**config.mk**
```make
export PLATFORM = sky130hd
export DESIGN_NAME = divsqrt_top
export DESIGN_NICKNAME = d
export VERILOG_FILES = /design/src/common/divsqrt_pkg.sv /design/src/design/divsqrt_top.sv /design/src/design/elastic_pipe.sv /design/src/divsqrt/divsqrt_ctrl.sv /design/src/divsqrt/iter_divsqrt.sv /design/src/divsqrt/operand_latch.sv
export SDC_FILE = /design/constraint.sdc
export NUM_CORES = 1
export LEC_CHECK = 0
export BUFFER_PORTS_ARGS = -buffer_cell sky130_fd_sc_hd__clkbuf_2
export CORE_ASPECT_RATIO = 1.1
export CORE_MARGIN = 2
export CORE_UTILIZATION = 29
export DETAILED_ROUTE_END_ITERATION = 8
export PLACE_DENSITY = 0.47
export REMOVE_ABC_BUFFERS = 1
export SYNTH_ARGS = -nofsm -noshare
export SYNTH_HDL_FRONTEND = slang
export SYNTH_SLANG_ARGS = --single-unit
```
**constraint.sdc**
```tcl
create_clock -name clk_i -period 8.5 [get_ports clk_i]
set_input_delay 1.275 -clock clk_i [delete_from_list [all_inputs] [get_ports clk_i]]
set_output_delay 1.275 -clock clk_i [all_outputs]
set_load 0.1 [all_outputs]
```
**src/common/divsqrt_pkg.sv**
```systemverilog
/* widths, codes and flag positions shared by the integer divide/sqrt unit
   W16 operands use the low half of each word, W16 results are boxed with ones */
`default_nettype none

package divsqrt_pkg;

  // ----------------------------------------------------------------------
  // widths
  // ----------------------------------------------------------------------
  localparam int unsigned XLEN   = 32;                // operand and result width
  localparam int unsigned HALF_W = 16;                // narrow lane
  localparam int unsigned CNT_W  = $clog2(XLEN) + 1;  // must hold XLEN itself

  // format codes
  localparam logic FMT_W32 = 1'b0;
  localparam logic FMT_W16 = 1'b1;

  // operation codes
  localparam logic OP_DIV  = 1'b0;
  localparam logic OP_SQRT = 1'b1;

  // status vector, one bit per flag
  localparam int unsigned STATUS_W = 2;
  localparam int unsigned ST_DZ    = 1;  // division by zero
  localparam int unsigned ST_NX    = 0;  // remainder left over / not a perfect square

  // one operand word, seen whole or as box over the narrow lane
  typedef union packed {
    logic [XLEN-1:0] w32;
    struct packed {
      logic [HALF_W-1:0] box;  // upper half, ignored or boxed in W16
      logic [HALF_W-1:0] h16;  // narrow lane value
    } half;
  } operand_word_u;

endpackage

`default_nettype wire

```
**src/design/divsqrt_top.sv**
```systemverilog
/* iterative integer divide/sqrt unit with elastic input and output chains
   latency depends on format and operation, use out_valid_o and the tag to match results */
`timescale 1ns/1ps
`default_nettype none

module divsqrt_top #(
  parameter int unsigned NUM_INP_REGS = 1,
  parameter int unsigned NUM_OUT_REGS = 1,
  parameter int unsigned TAG_WIDTH    = 4
) (
  input  logic                             clk_i,
  input  logic                             rst_n_i,
  input  logic                             flush_i,
  // request
  input  logic                             in_valid_i,
  input  logic [divsqrt_pkg::XLEN-1:0]     operand_a_i,
  input  logic [divsqrt_pkg::XLEN-1:0]     operand_b_i,
  input  logic                             fmt_i,
  input  logic                             op_i,
  input  logic [TAG_WIDTH-1:0]             tag_i,
  output logic                             in_ready_o,
  // response
  output logic                             out_valid_o,
  output logic [divsqrt_pkg::XLEN-1:0]     result_o,
  output logic [divsqrt_pkg::STATUS_W-1:0] status_o,
  output logic [TAG_WIDTH-1:0]             tag_o,
  input  logic                             out_ready_i,
  output logic                             busy_o
);

  localparam int unsigned XLEN  = divsqrt_pkg::XLEN;
  localparam int unsigned INP_W = 2 * XLEN + 2 + TAG_WIDTH;               // a, b, fmt, op, tag
  localparam int unsigned OUT_W = XLEN + divsqrt_pkg::STATUS_W + TAG_WIDTH;  // res, status, tag

  // issue side
  logic                             iss_valid;
  logic                             iss_ready;
  logic [XLEN-1:0]                  iss_a;
  logic [XLEN-1:0]                  iss_b;
  logic                             iss_fmt;
  logic                             iss_op;
  logic [TAG_WIDTH-1:0]             iss_tag;
  logic                             start;
  // latched operation and core
  logic                             start_q;
  logic [XLEN-1:0]                  lat_a;
  logic [XLEN-1:0]                  lat_b;
  logic                             lat_fmt;
  logic                             lat_op;
  logic                             core_busy;
  logic                             core_done;
  logic [XLEN-1:0]                  core_res;
  logic [divsqrt_pkg::STATUS_W-1:0] core_status;
  // result side
  logic                             res_valid;
  logic                             res_ready;
  logic [XLEN-1:0]                  res_data;
  logic [divsqrt_pkg::STATUS_W-1:0] res_status;
  logic [TAG_WIDTH-1:0]             res_tag;
  // busy sources
  logic                             inp_any;
  logic                             out_any;
  logic                             fsm_busy;

  elastic_pipe #(
    .DEPTH      (NUM_INP_REGS),
    .DATA_WIDTH (INP_W)
  ) i_inp_pipe (
    .clk_i       (clk_i),
    .rst_n_i     (rst_n_i),
    .flush_i     (flush_i),
    .valid_i     (in_valid_i),
    .data_i      ({operand_a_i, operand_b_i, fmt_i, op_i, tag_i}),
    .ready_o     (in_ready_o),
    .valid_o     (iss_valid),
    .data_o      ({iss_a, iss_b, iss_fmt, iss_op, iss_tag}),
    .ready_i     (iss_ready),
    .any_valid_o (inp_any)
  );

  operand_latch i_operand_latch (
    .clk_i     (clk_i),
    .rst_n_i   (rst_n_i),
    .start_i   (start),
    .a_i       (iss_a),
    .b_i       (iss_b),
    .fmt_i     (iss_fmt),
    .op_i      (iss_op),
    .a_o       (lat_a),
    .b_o       (lat_b),
    .fmt_o     (lat_fmt),
    .op_o      (lat_op),
    .start_q_o (start_q)
  );

  iter_divsqrt i_iter_divsqrt (
    .clk_i    (clk_i),
    .rst_n_i  (rst_n_i),
    .flush_i  (flush_i),
    .start_i  (start_q),
    .a_i      (lat_a),
    .b_i      (lat_b),
    .fmt_i    (lat_fmt),
    .op_i     (lat_op),
    .busy_o   (core_busy),
    .done_o   (core_done),
    .res_o    (core_res),
    .status_o (core_status)
  );

  divsqrt_ctrl #(
    .TAG_WIDTH (TAG_WIDTH)
  ) i_divsqrt_ctrl (
    .clk_i         (clk_i),
    .rst_n_i       (rst_n_i),
    .flush_i       (flush_i),
    .issue_valid_i (iss_valid),
    .tag_i         (iss_tag),
    .issue_ready_o (iss_ready),
    .start_o       (start),
    .fmt_i         (lat_fmt),
    .core_busy_i   (core_busy),
    .core_done_i   (core_done),
    .core_res_i    (core_res),
    .core_status_i (core_status),
    .out_valid_o   (res_valid),
    .out_res_o     (res_data),
    .out_status_o  (res_status),
    .out_tag_o     (res_tag),
    .out_ready_i   (res_ready),
    .fsm_busy_o    (fsm_busy)
  );

  elastic_pipe #(
    .DEPTH      (NUM_OUT_REGS),
    .DATA_WIDTH (OUT_W)
  ) i_out_pipe (
    .clk_i       (clk_i),
    .rst_n_i     (rst_n_i),
    .flush_i     (flush_i),
    .valid_i     (res_valid),
    .data_i      ({res_data, res_status, res_tag}),
    .ready_o     (res_ready),
    .valid_o     (out_valid_o),
    .data_o      ({result_o, status_o, tag_o}),
    .ready_i     (out_ready_i),
    .any_valid_o (out_any)
  );

  assign busy_o = inp_any | fsm_busy | out_any;  // anything in flight anywhere

endmodule

`default_nettype wire

```
**src/design/elastic_pipe.sv**
```systemverilog
/* valid/ready register chain, DEPTH 0 connects input to output directly
   flush clears the stage valids only, stage data keeps its old value */
`timescale 1ns/1ps
`default_nettype none

module elastic_pipe #(
  parameter int unsigned DEPTH      = 1,
  parameter int unsigned DATA_WIDTH = 8
) (
  input  logic                  clk_i,
  input  logic                  rst_n_i,
  input  logic                  flush_i,
  // upstream side
  input  logic                  valid_i,
  input  logic [DATA_WIDTH-1:0] data_i,
  output logic                  ready_o,
  // downstream side
  output logic                  valid_o,
  output logic [DATA_WIDTH-1:0] data_o,
  input  logic                  ready_i,
  output logic                  any_valid_o  // some stage holds an item
);

  // index i is the signal after i stages, index 0 is the chain input
  logic [DEPTH:0]        valid_q;
  logic [DEPTH:0]        ready;   // combinational, travels backwards
  logic [DATA_WIDTH-1:0] data_q [0:DEPTH];

  assign valid_q[0]   = valid_i;
  assign data_q[0]    = data_i;
  assign ready_o      = ready[0];
  assign ready[DEPTH] = ready_i;  // end of chain takes the consumer ready

  for (genvar i = 0; i < DEPTH; i++) begin : gen_stage
    logic stage_en;  // an item moves into stage i+1

    // advance when the next stage moves on or only holds a bubble
    assign ready[i] = ready[i+1] | ~valid_q[i+1];
    assign stage_en = ready[i] & valid_q[i];

    always_ff @(posedge clk_i) begin
      if (!rst_n_i || flush_i) begin
        valid_q[i+1] <= 1'b0;
      end else if (ready[i]) begin
        valid_q[i+1] <= valid_q[i];  // bubbles are squeezed out here
      end
    end

    always_ff @(posedge clk_i) begin
      if (stage_en) begin
        data_q[i+1] <= data_q[i];
      end
    end
  end

  assign valid_o = valid_q[DEPTH];
  assign data_o  = data_q[DEPTH];

  // registered stages only, the chain input belongs to the producer
  always_comb begin
    any_valid_o = 1'b0;
    for (int i = 1; i <= DEPTH; i++) begin
      any_valid_o = any_valid_o | valid_q[i];
    end
  end

  // a stalled item must sit still until the consumer takes it
  assert property (@(posedge clk_i) disable iff (!rst_n_i)
    valid_o && !ready_i && !flush_i |=> $stable(data_o))
    else $error("elastic_pipe: data_o changed while stalled");

endmodule

`default_nettype wire

```
**src/divsqrt/divsqrt_ctrl.sv**
```systemverilog
/* issue/hold FSM between the input chain, the core and the output chain
   one operation in the core at a time, a stalled result waits in the hold register */
`timescale 1ns/1ps
`default_nettype none

module divsqrt_ctrl #(
  parameter int unsigned TAG_WIDTH = 4
) (
  input  logic                             clk_i,
  input  logic                             rst_n_i,
  input  logic                             flush_i,
  // issue side, end of the input chain
  input  logic                             issue_valid_i,
  input  logic [TAG_WIDTH-1:0]             tag_i,
  output logic                             issue_ready_o,
  output logic                             start_o,       // operation accepted
  input  logic                             fmt_i,         // latched format
  // core
  input  logic                             core_busy_i,
  input  logic                             core_done_i,
  input  logic [divsqrt_pkg::XLEN-1:0]     core_res_i,
  input  logic [divsqrt_pkg::STATUS_W-1:0] core_status_i,
  // result side, head of the output chain
  output logic                             out_valid_o,
  output logic [divsqrt_pkg::XLEN-1:0]     out_res_o,
  output logic [divsqrt_pkg::STATUS_W-1:0] out_status_o,
  output logic [TAG_WIDTH-1:0]             out_tag_o,
  input  logic                             out_ready_i,
  output logic                             fsm_busy_o     // operation in flight
);

  localparam logic [1:0] IDLE = 2'd0;  // waiting for work
  localparam logic [1:0] BUSY = 2'd1;  // core running
  localparam logic [1:0] HOLD = 2'd2;  // result waiting for downstream

  logic [1:0]                       state_q;
  logic [1:0]                       state_d;
  logic                             unit_ready;
  logic                             hold_en;
  logic [TAG_WIDTH-1:0]             tag_q;
  logic [divsqrt_pkg::XLEN-1:0]     held_res_q;
  logic [divsqrt_pkg::STATUS_W-1:0] held_status_q;
  divsqrt_pkg::operand_word_u       res_word;

  assign unit_ready = ~core_busy_i;
  assign start_o    = issue_valid_i & issue_ready_o & ~flush_i;

  // ----------------------------------------------------------------------
  // control FSM
  // ----------------------------------------------------------------------
  always_comb begin
    issue_ready_o = 1'b0;
    out_valid_o   = 1'b0;
    fsm_busy_o    = 1'b0;
    state_d       = state_q;
    case (state_q)
      IDLE: begin
        issue_ready_o = unit_ready;
        if (issue_valid_i && unit_ready) begin
          state_d = BUSY;
        end
      end
      BUSY: begin
        fsm_busy_o = 1'b1;
        if (core_done_i) begin
          out_valid_o = 1'b1;  // result goes out the cycle it appears
          if (out_ready_i) begin
            issue_ready_o = unit_ready;  // back to back issue
            state_d       = (issue_valid_i && unit_ready) ? BUSY : IDLE;
          end else begin
            state_d = HOLD;
          end
        end
      end
      HOLD: begin
        fsm_busy_o  = 1'b1;
        out_valid_o = 1'b1;
        if (out_ready_i) begin
          issue_ready_o = unit_ready;
          state_d       = (issue_valid_i && unit_ready) ? BUSY : IDLE;
        end
      end
      default: state_d = IDLE;
    endcase
    // flush wins over everything
    if (flush_i) begin
      fsm_busy_o  = 1'b0;
      out_valid_o = 1'b0;
      state_d     = IDLE;
    end
  end

  always_ff @(posedge clk_i) begin
    if (!rst_n_i) begin
      state_q <= IDLE;
    end else begin
      state_q <= state_d;
    end
  end

  // tag rides along from issue, result parked when downstream stalls
  assign hold_en = core_done_i & ~out_ready_i;

  always_ff @(posedge clk_i) begin
    if (start_o) begin
      tag_q <= tag_i;
    end
    if (hold_en) begin
      held_res_q    <= core_res_i;
      held_status_q <= core_status_i;
    end
  end

  // ----------------------------------------------------------------------
  // output select and boxing
  // ----------------------------------------------------------------------
  always_comb begin
    res_word.w32 = (state_q == HOLD) ? held_res_q : core_res_i;  // held data first
    if (fmt_i == divsqrt_pkg::FMT_W16) begin
      res_word.half.box = '1;
    end
  end

  assign out_res_o    = res_word.w32;
  assign out_status_o = (state_q == HOLD) ? held_status_q : core_status_i;
  assign out_tag_o    = tag_q;

  // an offered result stays offered until taken or flushed
  assert property (@(posedge clk_i) disable iff (!rst_n_i)
    out_valid_o && !out_ready_i |=> out_valid_o || flush_i)
    else $error("divsqrt_ctrl: result dropped without handshake");

endmodule

`default_nettype wire

```
**src/divsqrt/iter_divsqrt.sv**
```systemverilog
/* radix-2 restoring divider and digit-by-digit square root, one result bit per cycle
   operands must stay stable from start to done, flush drops the operation in flight
   divide by zero gives all ones with dz, nx flags a nonzero final remainder */
`timescale 1ns/1ps
`default_nettype none

module iter_divsqrt (
  input  logic                             clk_i,
  input  logic                             rst_n_i,
  input  logic                             flush_i,
  input  logic                             start_i,
  input  logic [divsqrt_pkg::XLEN-1:0]     a_i,       // dividend or radicand
  input  logic [divsqrt_pkg::XLEN-1:0]     b_i,       // divisor
  input  logic                             fmt_i,
  input  logic                             op_i,
  output logic                             busy_o,
  output logic                             done_o,    // one-cycle result strobe
  output logic [divsqrt_pkg::XLEN-1:0]     res_o,
  output logic [divsqrt_pkg::STATUS_W-1:0] status_o
);

  localparam int unsigned XLEN   = divsqrt_pkg::XLEN;
  localparam int unsigned HALF_W = divsqrt_pkg::HALF_W;
  localparam int unsigned CNT_W  = divsqrt_pkg::CNT_W;
  localparam int unsigned RW     = XLEN + 2;  // partial remainder, room for the sqrt shift

  logic             running_q;   // iterations in progress
  logic             done_q;
  logic [CNT_W-1:0] cnt_q;       // iterations left
  logic [CNT_W-1:0] num_iter;
  logic [XLEN-1:0]  opnd_q;      // operand bits leave at the top, quotient enters at the bottom
  logic [XLEN-1:0]  root_q;
  logic [RW-1:0]    rem_q;
  logic [RW-1:0]    rem_shift;   // remainder with the next operand bits appended
  logic [RW-1:0]    subtrahend;
  logic [RW:0]      diff;        // msb is the borrow
  logic             bit_ok;      // trial subtraction stayed non-negative
  logic             is_div;

  assign is_div = (op_i == divsqrt_pkg::OP_DIV);

  // one result bit per cycle, sqrt eats two operand bits per root bit
  always_comb begin
    num_iter = (fmt_i == divsqrt_pkg::FMT_W32) ? CNT_W'(XLEN) : CNT_W'(HALF_W);
    if (op_i == divsqrt_pkg::OP_SQRT) begin
      num_iter = num_iter >> 1;
    end
  end

  // ----------------------------------------------------------------------
  // trial subtraction
  // ----------------------------------------------------------------------
  always_comb begin
    if (is_div) begin
      rem_shift  = {rem_q[RW-2:0], opnd_q[XLEN-1]};
      subtrahend = {2'b00, b_i};
    end else begin
      rem_shift  = {rem_q[RW-3:0], opnd_q[XLEN-1 -: 2]};
      subtrahend = {root_q, 2'b01};  // 4*root + 1
    end
    diff   = {1'b0, rem_shift} - {1'b0, subtrahend};
    bit_ok = ~diff[RW];
  end

  // iteration control, flush aborts like reset
  always_ff @(posedge clk_i) begin
    if (!rst_n_i || flush_i) begin
      running_q <= 1'b0;
      done_q    <= 1'b0;
      cnt_q     <= '0;
    end else begin
      done_q <= 1'b0;
      if (start_i) begin
        running_q <= 1'b1;
        cnt_q     <= num_iter;
      end else if (running_q) begin
        cnt_q <= cnt_q - 1'b1;
        if (cnt_q == CNT_W'(1)) begin
          running_q <= 1'b0;  // last bit lands on this edge
          done_q    <= 1'b1;
        end
      end
    end
  end

  // datapath registers
  always_ff @(posedge clk_i) begin
    if (start_i) begin
      rem_q  <= '0;
      root_q <= '0;
      // narrow lane moved up to the msb so it leaves first
      opnd_q <= (fmt_i == divsqrt_pkg::FMT_W16) ? a_i << HALF_W : a_i;
    end else if (running_q) begin
      rem_q <= bit_ok ? diff[RW-1:0] : rem_shift;  // restore on borrow
      if (is_div) begin
        opnd_q <= {opnd_q[XLEN-2:0], bit_ok};
      end else begin
        opnd_q <= {opnd_q[XLEN-3:0], 2'b00};
        root_q <= {root_q[XLEN-2:0], bit_ok};
      end
    end
  end

  // ----------------------------------------------------------------------
  // result and flags, valid with done_o
  // ----------------------------------------------------------------------
  assign busy_o = running_q;
  assign done_o = done_q;
  assign res_o  = is_div ? opnd_q : root_q;  // zero divisor leaves all ones here

  always_comb begin
    status_o                     = '0;
    status_o[divsqrt_pkg::ST_DZ] = is_div && (b_i == '0);
    status_o[divsqrt_pkg::ST_NX] = (rem_q != '0);
  end

  // the FSM has to wait for the previous operation to retire
  assert property (@(posedge clk_i) disable iff (!rst_n_i) start_i |-> !busy_o)
    else $error("iter_divsqrt: start while busy");

endmodule

`default_nettype wire

```
**src/divsqrt/operand_latch.sv**
```systemverilog
/* captures one operation at issue and holds it until the next issue
   W16 operands come out zero-extended, upper input bits never reach the core */
`timescale 1ns/1ps
`default_nettype none

module operand_latch (
  input  logic                         clk_i,
  input  logic                         rst_n_i,
  input  logic                         start_i,    // issue pulse from the FSM
  // operation as it leaves the input chain
  input  logic [divsqrt_pkg::XLEN-1:0] a_i,
  input  logic [divsqrt_pkg::XLEN-1:0] b_i,
  input  logic                         fmt_i,
  input  logic                         op_i,
  // latched and narrowed operation
  output logic [divsqrt_pkg::XLEN-1:0] a_o,
  output logic [divsqrt_pkg::XLEN-1:0] b_o,
  output logic                         fmt_o,
  output logic                         op_o,
  output logic                         start_q_o   // core start, one cycle after issue
);

  logic [divsqrt_pkg::XLEN-1:0] a_q;
  logic [divsqrt_pkg::XLEN-1:0] b_q;
  divsqrt_pkg::operand_word_u   a_word;
  divsqrt_pkg::operand_word_u   b_word;

  // issue pulse delayed so the core sees settled operands
  always_ff @(posedge clk_i) begin
    if (!rst_n_i) begin
      start_q_o <= 1'b0;
    end else begin
      start_q_o <= start_i;
    end
  end

  // operation registers, only written at issue
  always_ff @(posedge clk_i) begin
    if (start_i) begin
      a_q   <= a_i;
      b_q   <= b_i;
      fmt_o <= fmt_i;
      op_o  <= op_i;
    end
  end

  // ----------------------------------------------------------------------
  // per-format narrowing
  // ----------------------------------------------------------------------
  always_comb begin
    a_word = a_q;
    b_word = b_q;
    if (fmt_o == divsqrt_pkg::FMT_W16) begin
      a_word.half.box = '0;  // keep h16, drop whatever sat above it
      b_word.half.box = '0;
    end
  end

  assign a_o = a_word.w32;
  assign b_o = b_word.w32;

endmodule

`default_nettype wire

```
==> reports/results.txt, run 1 <==
Status - complete, no violations
Seq cells post-synth - 323
Max VDD drop - 141 uV
DRT Wirelength - 39000 um
PwrDens - 257 nW/um2
Place WS - 3.66 ns
Reg2Reg Setup Slack - 3.70 ns
Fin crit share - 0.565
Post-CTS Setup Bufs - 0
Fin Clk Skew - 0.0271 ns
CTS resizes - 0
Fin worst setup slack - 3.70 ns
Total congestion overflow - 0
Syn Area/Cell - 11.8 um2
Most frequent cells in the layout - edfxtp_1, nand2_1, clkbuf_2, a21oi_1, nor2_1
Most common cell after layout, fill and taps aside - edfxtp_1
Sw Pwr - 1.36 mW
Clock power share - 0.365
Hold endpoint - i_operand_latch.a_q[6]
Post-Syn Instances - 1271
Die Span X - 221 um
TritonRoute pass-1 iters - 6
Setup TNS - 0 ns
Sw frac - 0.304
GPL Wtd Cong - 0.831
Die ar. - 53500 um2
Layout area overhead - 16.6%
Mapped Area - 15000 um2
Fin util - 0.341
Antenna-violating nets left - 0
Initial antenna violation count - 0
# setup viols final - 0
Clk root buf - clkbuf_16
CTS clk-pin slew, worst paths - 0.06 ns
Combinational power share - 0.228
Worst-Skew Late Latency - 0.56 ns
H-Tree Depth - 2
Ys async rst share - 0
Max Cap Viol - 0
Hold Path Origin - i_inp_pipe.data_o[44]
CTS Buf Count - 37
Boundary Pins - 116
Final #Nets - 1481
Die Y - 242 um
Worst Hold Class - reg2reg
Main combinational cell family by area after synthesis - compound AO/OA/AOI/OAI gates
Hold-critical path depth - 0
R2r worst-path depth - 13
Worst-path fanout max - 150
Critical path required time - 8.96 ns
Mux share of post-synthesis cell area - 0.0889
Top FF cell, synth - edfxtp_1
Average wire per standard cell - 18.9 um
Worst slew margin relative to its limit - 0.163
Share of cells above drive strength 1 - 0.191
Minimum clock period - 4.80 ns
Sequential share of the synthesized area - 0.595
Estimated wirelength of the detail-placed design - 26900 um
Least-Margin Pin Slew - 1.25 ns
RR Endpoint - i_iter_divsqrt.rem_q[8]
Synth Area in Adders - 0.0364
Number of synthesized flops with an enable pin - 244
Synth Area in Simple Gates - 0.112
Critical path arrival - 5.26 ns
Core area - 51200 um2
Initial Util - 0.293
Startpoint Class - flip-flop
CTS Hold Buffers Added - 0
Max frequency - 208 MHz
Max Root-Sink Buffers - 3
GRT Overall Usage - 0.146
Synth Area in Compound Gates - 0.124
Hold_ws - 0.414 ns
P_leak - 6.38 nW
First-pass GRT wire length - 59900 um
Pin count of the biggest net entering global routing - 151
Sequential group share of total power - 0.407
Setup CP Type - reg2reg
Detailed Route Iter0 Violations - 801
DR DRC count - 0
CTS tree - built
Row cnt - 87
Fin. Hold Viols - 0
Xor-xnor portion of the synthesized cell area - 0.0170
Pint - 3.12 mW
Reg2Reg Launch Point - i_operand_latch.op_o
Via/cell ratio - 4.90
Clk sinks - 323
Final Max Tran Viols - 0
Number of I/O port buffers - 115
RSZ-0062 raised after global routing - no
CP Capture Type - flip-flop
Diodes inserted - 0
Routed vias - 10100
Synth warn - 0
Vias in the first global route - 10100
Yosys cell types - 61
-- critical path: stages, from the launching register on --
cell and delay, ns:
edfxtp_1 0.41, buf_12 0.28, nor2_1 1.05, a22oi_1 0.18, ha_1 0.42, a21oi_1 0.30, a21oi_1 0.10, o21ai_0 0.20
a21oi_1 0.09, o21ai_0 0.31, a31oi_4 0.08, nor2_4 0.73, nand2_1 0.12, a311oi_1 0.30
-- kinds of logic (layout without fill, tap and decap cells) --
logic type / count (synthesis) / count (layout)
adders and majority gates: 43 / 43
DFF: 323 / 323
muxes: 125 / 125
xor gates and xnor gates: 29 / 29
AOI/OAI and AO/OA: 278 / 278
and+or+nand+nor: 375 / 375
buffers and inverters: 98 / 219
-- synthesized netlist by cell type (22+ instances only) --
cell      count  area, um2
edfxtp_1    244       7330
nand2_1     174        653
a21oi_1      90        450
nor2_1       80        300
dfxtp_1      79       1580
mux2_2       64        721
mux2i_1      61        611
clkbuf_1     43        161
ha_1         42        526
o21ai_0      35        175
a21o_1       29        218
a311oi_1     24        210
inv_1        22       82.6
nor2b_1      22        138
-- power by group through the flow --
stage | Clock (mW) | Combinational, mW | Sequential (mW)
2_1_floorplan | 0 | 0.742 | 1.84
3_3_place_gp | 0 | 1.02 | 1.86
3_5_place_dp | 0 | 1.02 | 1.86
4_1_cts | 1.69 | 1.02 | 1.83
5_1_grt | 1.75 | 1.14 | 1.84
6_report | 1.64 | 1.02 | 1.83
-- per-stage QoR --
step	cell area (um2)	power (mW)	std cells
finish	17500	4.49	2059
global route	17500	4.72	2059
CTS	17500	4.55	2059
detailed placement	16200	2.88	1991
global placement	16200	2.88	1991
floorplan	14700	2.59	1197
-- final cells by class --
class,instances,area (um2)
Inverter,24,90.1
Clock inverter,24,288
Tap cell,667,835
Multi-Input combinational cell,850,5690
Sequential cell,323,8910
Timing Repair Buffer,127,678
Fill cell,5095,33700
Clock buffer,44,962
-- routing by layer --
metal	up-vias	global-route usage	routed length, um
li1	4934	-	-
met1	4857	0.205	18300
met2	244	0.228	17900
met3	60	0.0215	1730
met4	0	0.0502	1060
met5	-	0	0
-- flip-flops by register name, summed over array words and instances, names as in the netlist --
| signal | count |
|---|---|
| i_operand_latch.fmt_o | 1 |
| i_divsqrt_ctrl.held_res_q | 32 |
| i_iter_divsqrt.rem_q | 34 |
| i_iter_divsqrt.root_q | 32 |
| i_iter_divsqrt.opnd_q | 32 |
| i_inp_pipe.any_valid_o | 1 |
| i_operand_latch.b_q | 32 |
| i_iter_divsqrt.busy_o | 1 |
| i_iter_divsqrt.done_o | 1 |
| i_out_pipe.data_o | 38 |
| i_out_pipe.any_valid_o | 1 |
| i_inp_pipe.data_o | 70 |
| i_operand_latch.op_o | 1 |
| i_operand_latch.start_q_o | 1 |
| i_operand_latch.a_q | 32 |
| i_divsqrt_ctrl.out_tag_o | 4 |
| i_iter_divsqrt.cnt_q | 6 |
| i_divsqrt_ctrl.held_status_q | 2 |
| i_divsqrt_ctrl.state_q | 2 |
-- worst max-delay path by stage --
stage                                    from                           to  slack, ns
detailed placement       i_operand_latch.op_o      i_iter_divsqrt.rem_q[8]       3.66
floorplan           i_divsqrt_ctrl.state_q[0]  i_divsqrt_ctrl.out_tag_o[0]       1.30
global route             i_operand_latch.op_o     i_iter_divsqrt.rem_q[11]       3.23
finish                   i_operand_latch.op_o      i_iter_divsqrt.rem_q[8]       3.70
global placement         i_operand_latch.op_o      i_iter_divsqrt.rem_q[0]       3.84
CTS                      i_operand_latch.op_o      i_iter_divsqrt.rem_q[8]       3.65
No activity file was read; power rests on OpenSTA's default activity.
==> inputs of run 2 (changes only) <==
--- a/config.mk
+++ b/config.mk
@@ -10,7 +10,7 @@
 export CORE_MARGIN = 2
 export CORE_UTILIZATION = 29
 export DETAILED_ROUTE_END_ITERATION = 8
-export PLACE_DENSITY = 0.47
+export PLACE_DENSITY = 0.49
 export REMOVE_ABC_BUFFERS = 1
 export SYNTH_ARGS = -nofsm -noshare
 export SYNTH_HDL_FRONTEND = slang
==> constraint.sdc (replaced) <==
create_clock -name clk_i -period 4.35 [get_ports clk_i]
set_input_delay 0.6525 -clock clk_i [delete_from_list [all_inputs] [get_ports clk_i]]
set_output_delay 0.6525 -clock clk_i [all_outputs]
set_load 0.1 [all_outputs]
==> reports/results.txt, run 2 (synthesis gave the netlist of run 1 again) <==
Status - complete, no violations (unchanged)
Number of I/O port buffers - 115 (unchanged)
Worst Hold Class - in2reg (was reg2reg)
TritonRoute pass-1 iters - 5 (was 6)
DR DRC count - 0 (unchanged)
Worst path top cell family by delay - compound AO/OA/AOI/OAI gates (was simple AND/OR/NAND/NOR gates)
Max Root-Sink Buffers - 3 (unchanged)
Final #Nets - 1492 (was 1481)
Antenna-violating nets left - 0 (unchanged)
Reg2Reg Setup Slack - 0.38 ns (was 3.70 ns)
Worst-path fanout max - 22 (was 150)
Average wire per standard cell - 18.6 um (was 18.9 um)
CP bufs+invs - 2 (was 1)
Setup TNS - 0 ns (unchanged)
Pwr Total - 8.86 mW (was 4.49 mW)
Initial Util - 0.293 (unchanged)
Most common cell after layout, fill and taps aside - edfxtp_1 (unchanged)
Estimated wirelength of the detail-placed design - 27000 um (was 26900 um)
RSZ-0062 raised after global routing - no (unchanged)
Least-Margin Pin Slew - 1.07 ns (was 1.25 ns)
Sw frac - 0.300 (was 0.304)
Crit-path cells - buf_4 -> mux2_2 -> ha_1 -> a21oi_1 -> a21oi_1 -> o21ai_0 -> a21oi_1 -> o21ai_0 -> a31oi_4 -> or2_1 -> buf_4 -> and3_1 -> nor4_1 (was buf_12 -> nor2_1 -> a22oi_1 -> ha_1 -> a21oi_1 -> a21oi_1 -> o21ai_0 -> a21oi_1 -> o21ai_0 -> a31oi_4 -> nor2_4 -> nand2_1 -> a311oi_1)
Multi-input logic area - 5680 um2 (was 5690 um2)
Core area - 51200 um2 (unchanged)
Row cnt - 87 (unchanged)
Post-CTS Setup Bufs - 0 (unchanged)
Critical path arrival - 4.42 ns (was 5.26 ns)
Final Max Tran Viols - 0 (unchanged)
Startpoint Class - flip-flop (unchanged)
Fin Clk Skew - 0.0229 ns (was 0.0271 ns)
Via/cell ratio - 4.91 (was 4.90)
Worst-Skew Late Latency - 0.56 ns (about the same)
DRT Wirelength - 38600 um (was 39000 um)
Detailed Route Iter0 Violations - 761 (was 801)
Diodes inserted - 0 (unchanged)
Sw Pwr - 2.66 mW (was 1.36 mW)
CTS clk-pin slew, worst paths - 0.06 ns (about the same)
Fin. Hold Viols - 0 (unchanged)
Boundary Pins - 116 (unchanged)
Fin crit share - 0.912 (was 0.565)
Pin count of the biggest net entering global routing - 72 (was 151)
Clock power share - 0.368 (was 0.365)
Place WS - 0.364 ns (was 3.66 ns)
CTS Buf Count - 38 (was 37)
Combinational power share - 0.228 (about the same)
Clk sinks - 323 (unchanged)
Max frequency - 252 MHz (was 208 MHz)
Max VDD drop - 283 uV (was 141 uV)
Max reg flops - 70 (unchanged)
Slowest stage delay, CP - 0.79 ns (was 1.05 ns)
H-Tree Depth - 2 (unchanged)
First-pass GRT wire length - 58900 um (was 59900 um)
GPL Wtd Cong - 0.893 (was 0.831)
Vias in the first global route - 10100 (about the same)
PwrDens - 504 nW/um2 (was 257 nW/um2)
# setup viols final - 0 (unchanged)
Critical path required time - 4.81 ns (was 8.96 ns)
Max Cap Viol - 0 (unchanged)
Critical path's most frequent cell - a21oi_1 (unchanged)
P_leak - 6.46 nW (was 6.38 nW)
GRT Overall Usage - 0.143 (was 0.146)
Sequential group share of total power - 0.404 (was 0.407)
CTS tree - built (unchanged)
Slowest stage cell, crit path - edfxtp_1 (was nor2_1)
Most frequent cells in the layout - edfxtp_1, nand2_1, clkbuf_2, a21oi_1, nor2_1 (unchanged)
CTS Hold Buffers Added - 0 (unchanged)
Pint - 6.20 mW (was 3.12 mW)
CP Capture Type - flip-flop (unchanged)
Initial antenna violation count - 0 (unchanged)
Setup CP Type - reg2reg (unchanged)
Total congestion overflow - 0 (unchanged)
Reg area - 8910 um2 (unchanged)
Fin worst setup slack - 0.383 ns (was 3.70 ns)
Layout filler cell count - 5098 (was 5095)
Post-Layout Cell Count - 2071 (was 2059)
Clk root buf - clkbuf_16 (unchanged)
Worst slew margin relative to its limit - 0.286 (was 0.163)
Layout area overhead - 17.3% (was 16.6%)
Die ar. - 53500 um2 (unchanged)
Placed cells - 2001 (was 1991)
Routed vias - 10200 (was 10100)
Die Y - 242 um (unchanged)
Share of cells above drive strength 1 - 0.199 (was 0.191)
CTS resizes - 0 (unchanged)
Die Span X - 221 um (unchanged)
Minimum clock period - 3.97 ns (was 4.80 ns)
run 2: cell type report:
cell class                      count  share of cell area
Clock buffer                       44              0.0566
Clock inverter                     26              0.0163
Inverter                           24             0.00513
Multi-Input combinational cell    850               0.323
Sequential cell                   323               0.507
Tap cell                          667              0.0475
Timing Repair Buffer              137              0.0436
run 2: path summary, 6_finish.rpt:
check / from / to / depth (start not counted)
setup / recovery: i_operand_latch.op_o / i_iter_divsqrt.rem_q[26] / 13
hold / removal: operand_a_i[11] / i_inp_pipe.data_o[49] / 1
setup reg to reg: i_operand_latch.op_o / i_iter_divsqrt.rem_q[26] / 13
hold reg to reg: i_inp_pipe.data_o[37] / i_operand_latch.b_q[31] / 0
run 2: routing by layer:
metal	GRT usage	vias to the layer above	share of wire
li1	-	4959	-
met1	0.200	4923	0.47
met2	0.222	227	0.46
met3	0.0242	56	0.044
met4	0.0500	0	0.028
met5	0	-	0
run 2: power by group through the flow:
stage / registers [mW] / clock network (mW) / logic, mW
2_1_floorplan: 3.60 / 0 / 1.45
3_3_place_gp: 3.64 / 0 / 2.00
3_5_place_dp: 3.64 / 0 / 2.00
4_1_cts: 3.57 / 3.36 / 2.02
5_1_grt: 3.59 / 3.47 / 2.23
6_report: 3.57 / 3.26 / 2.02
run 2: through the flow:
step           hold slack [ns]  instance area, um2  utilization
2_1_floorplan            0.400               14700            -
3_3_place_gp             0.401               16300        0.318
3_5_place_dp             0.405               16300        0.318
4_1_cts                  0.231               17600        0.343
5_1_grt                  0.247               17600        0.343
6_report                 0.263               17600        0.343
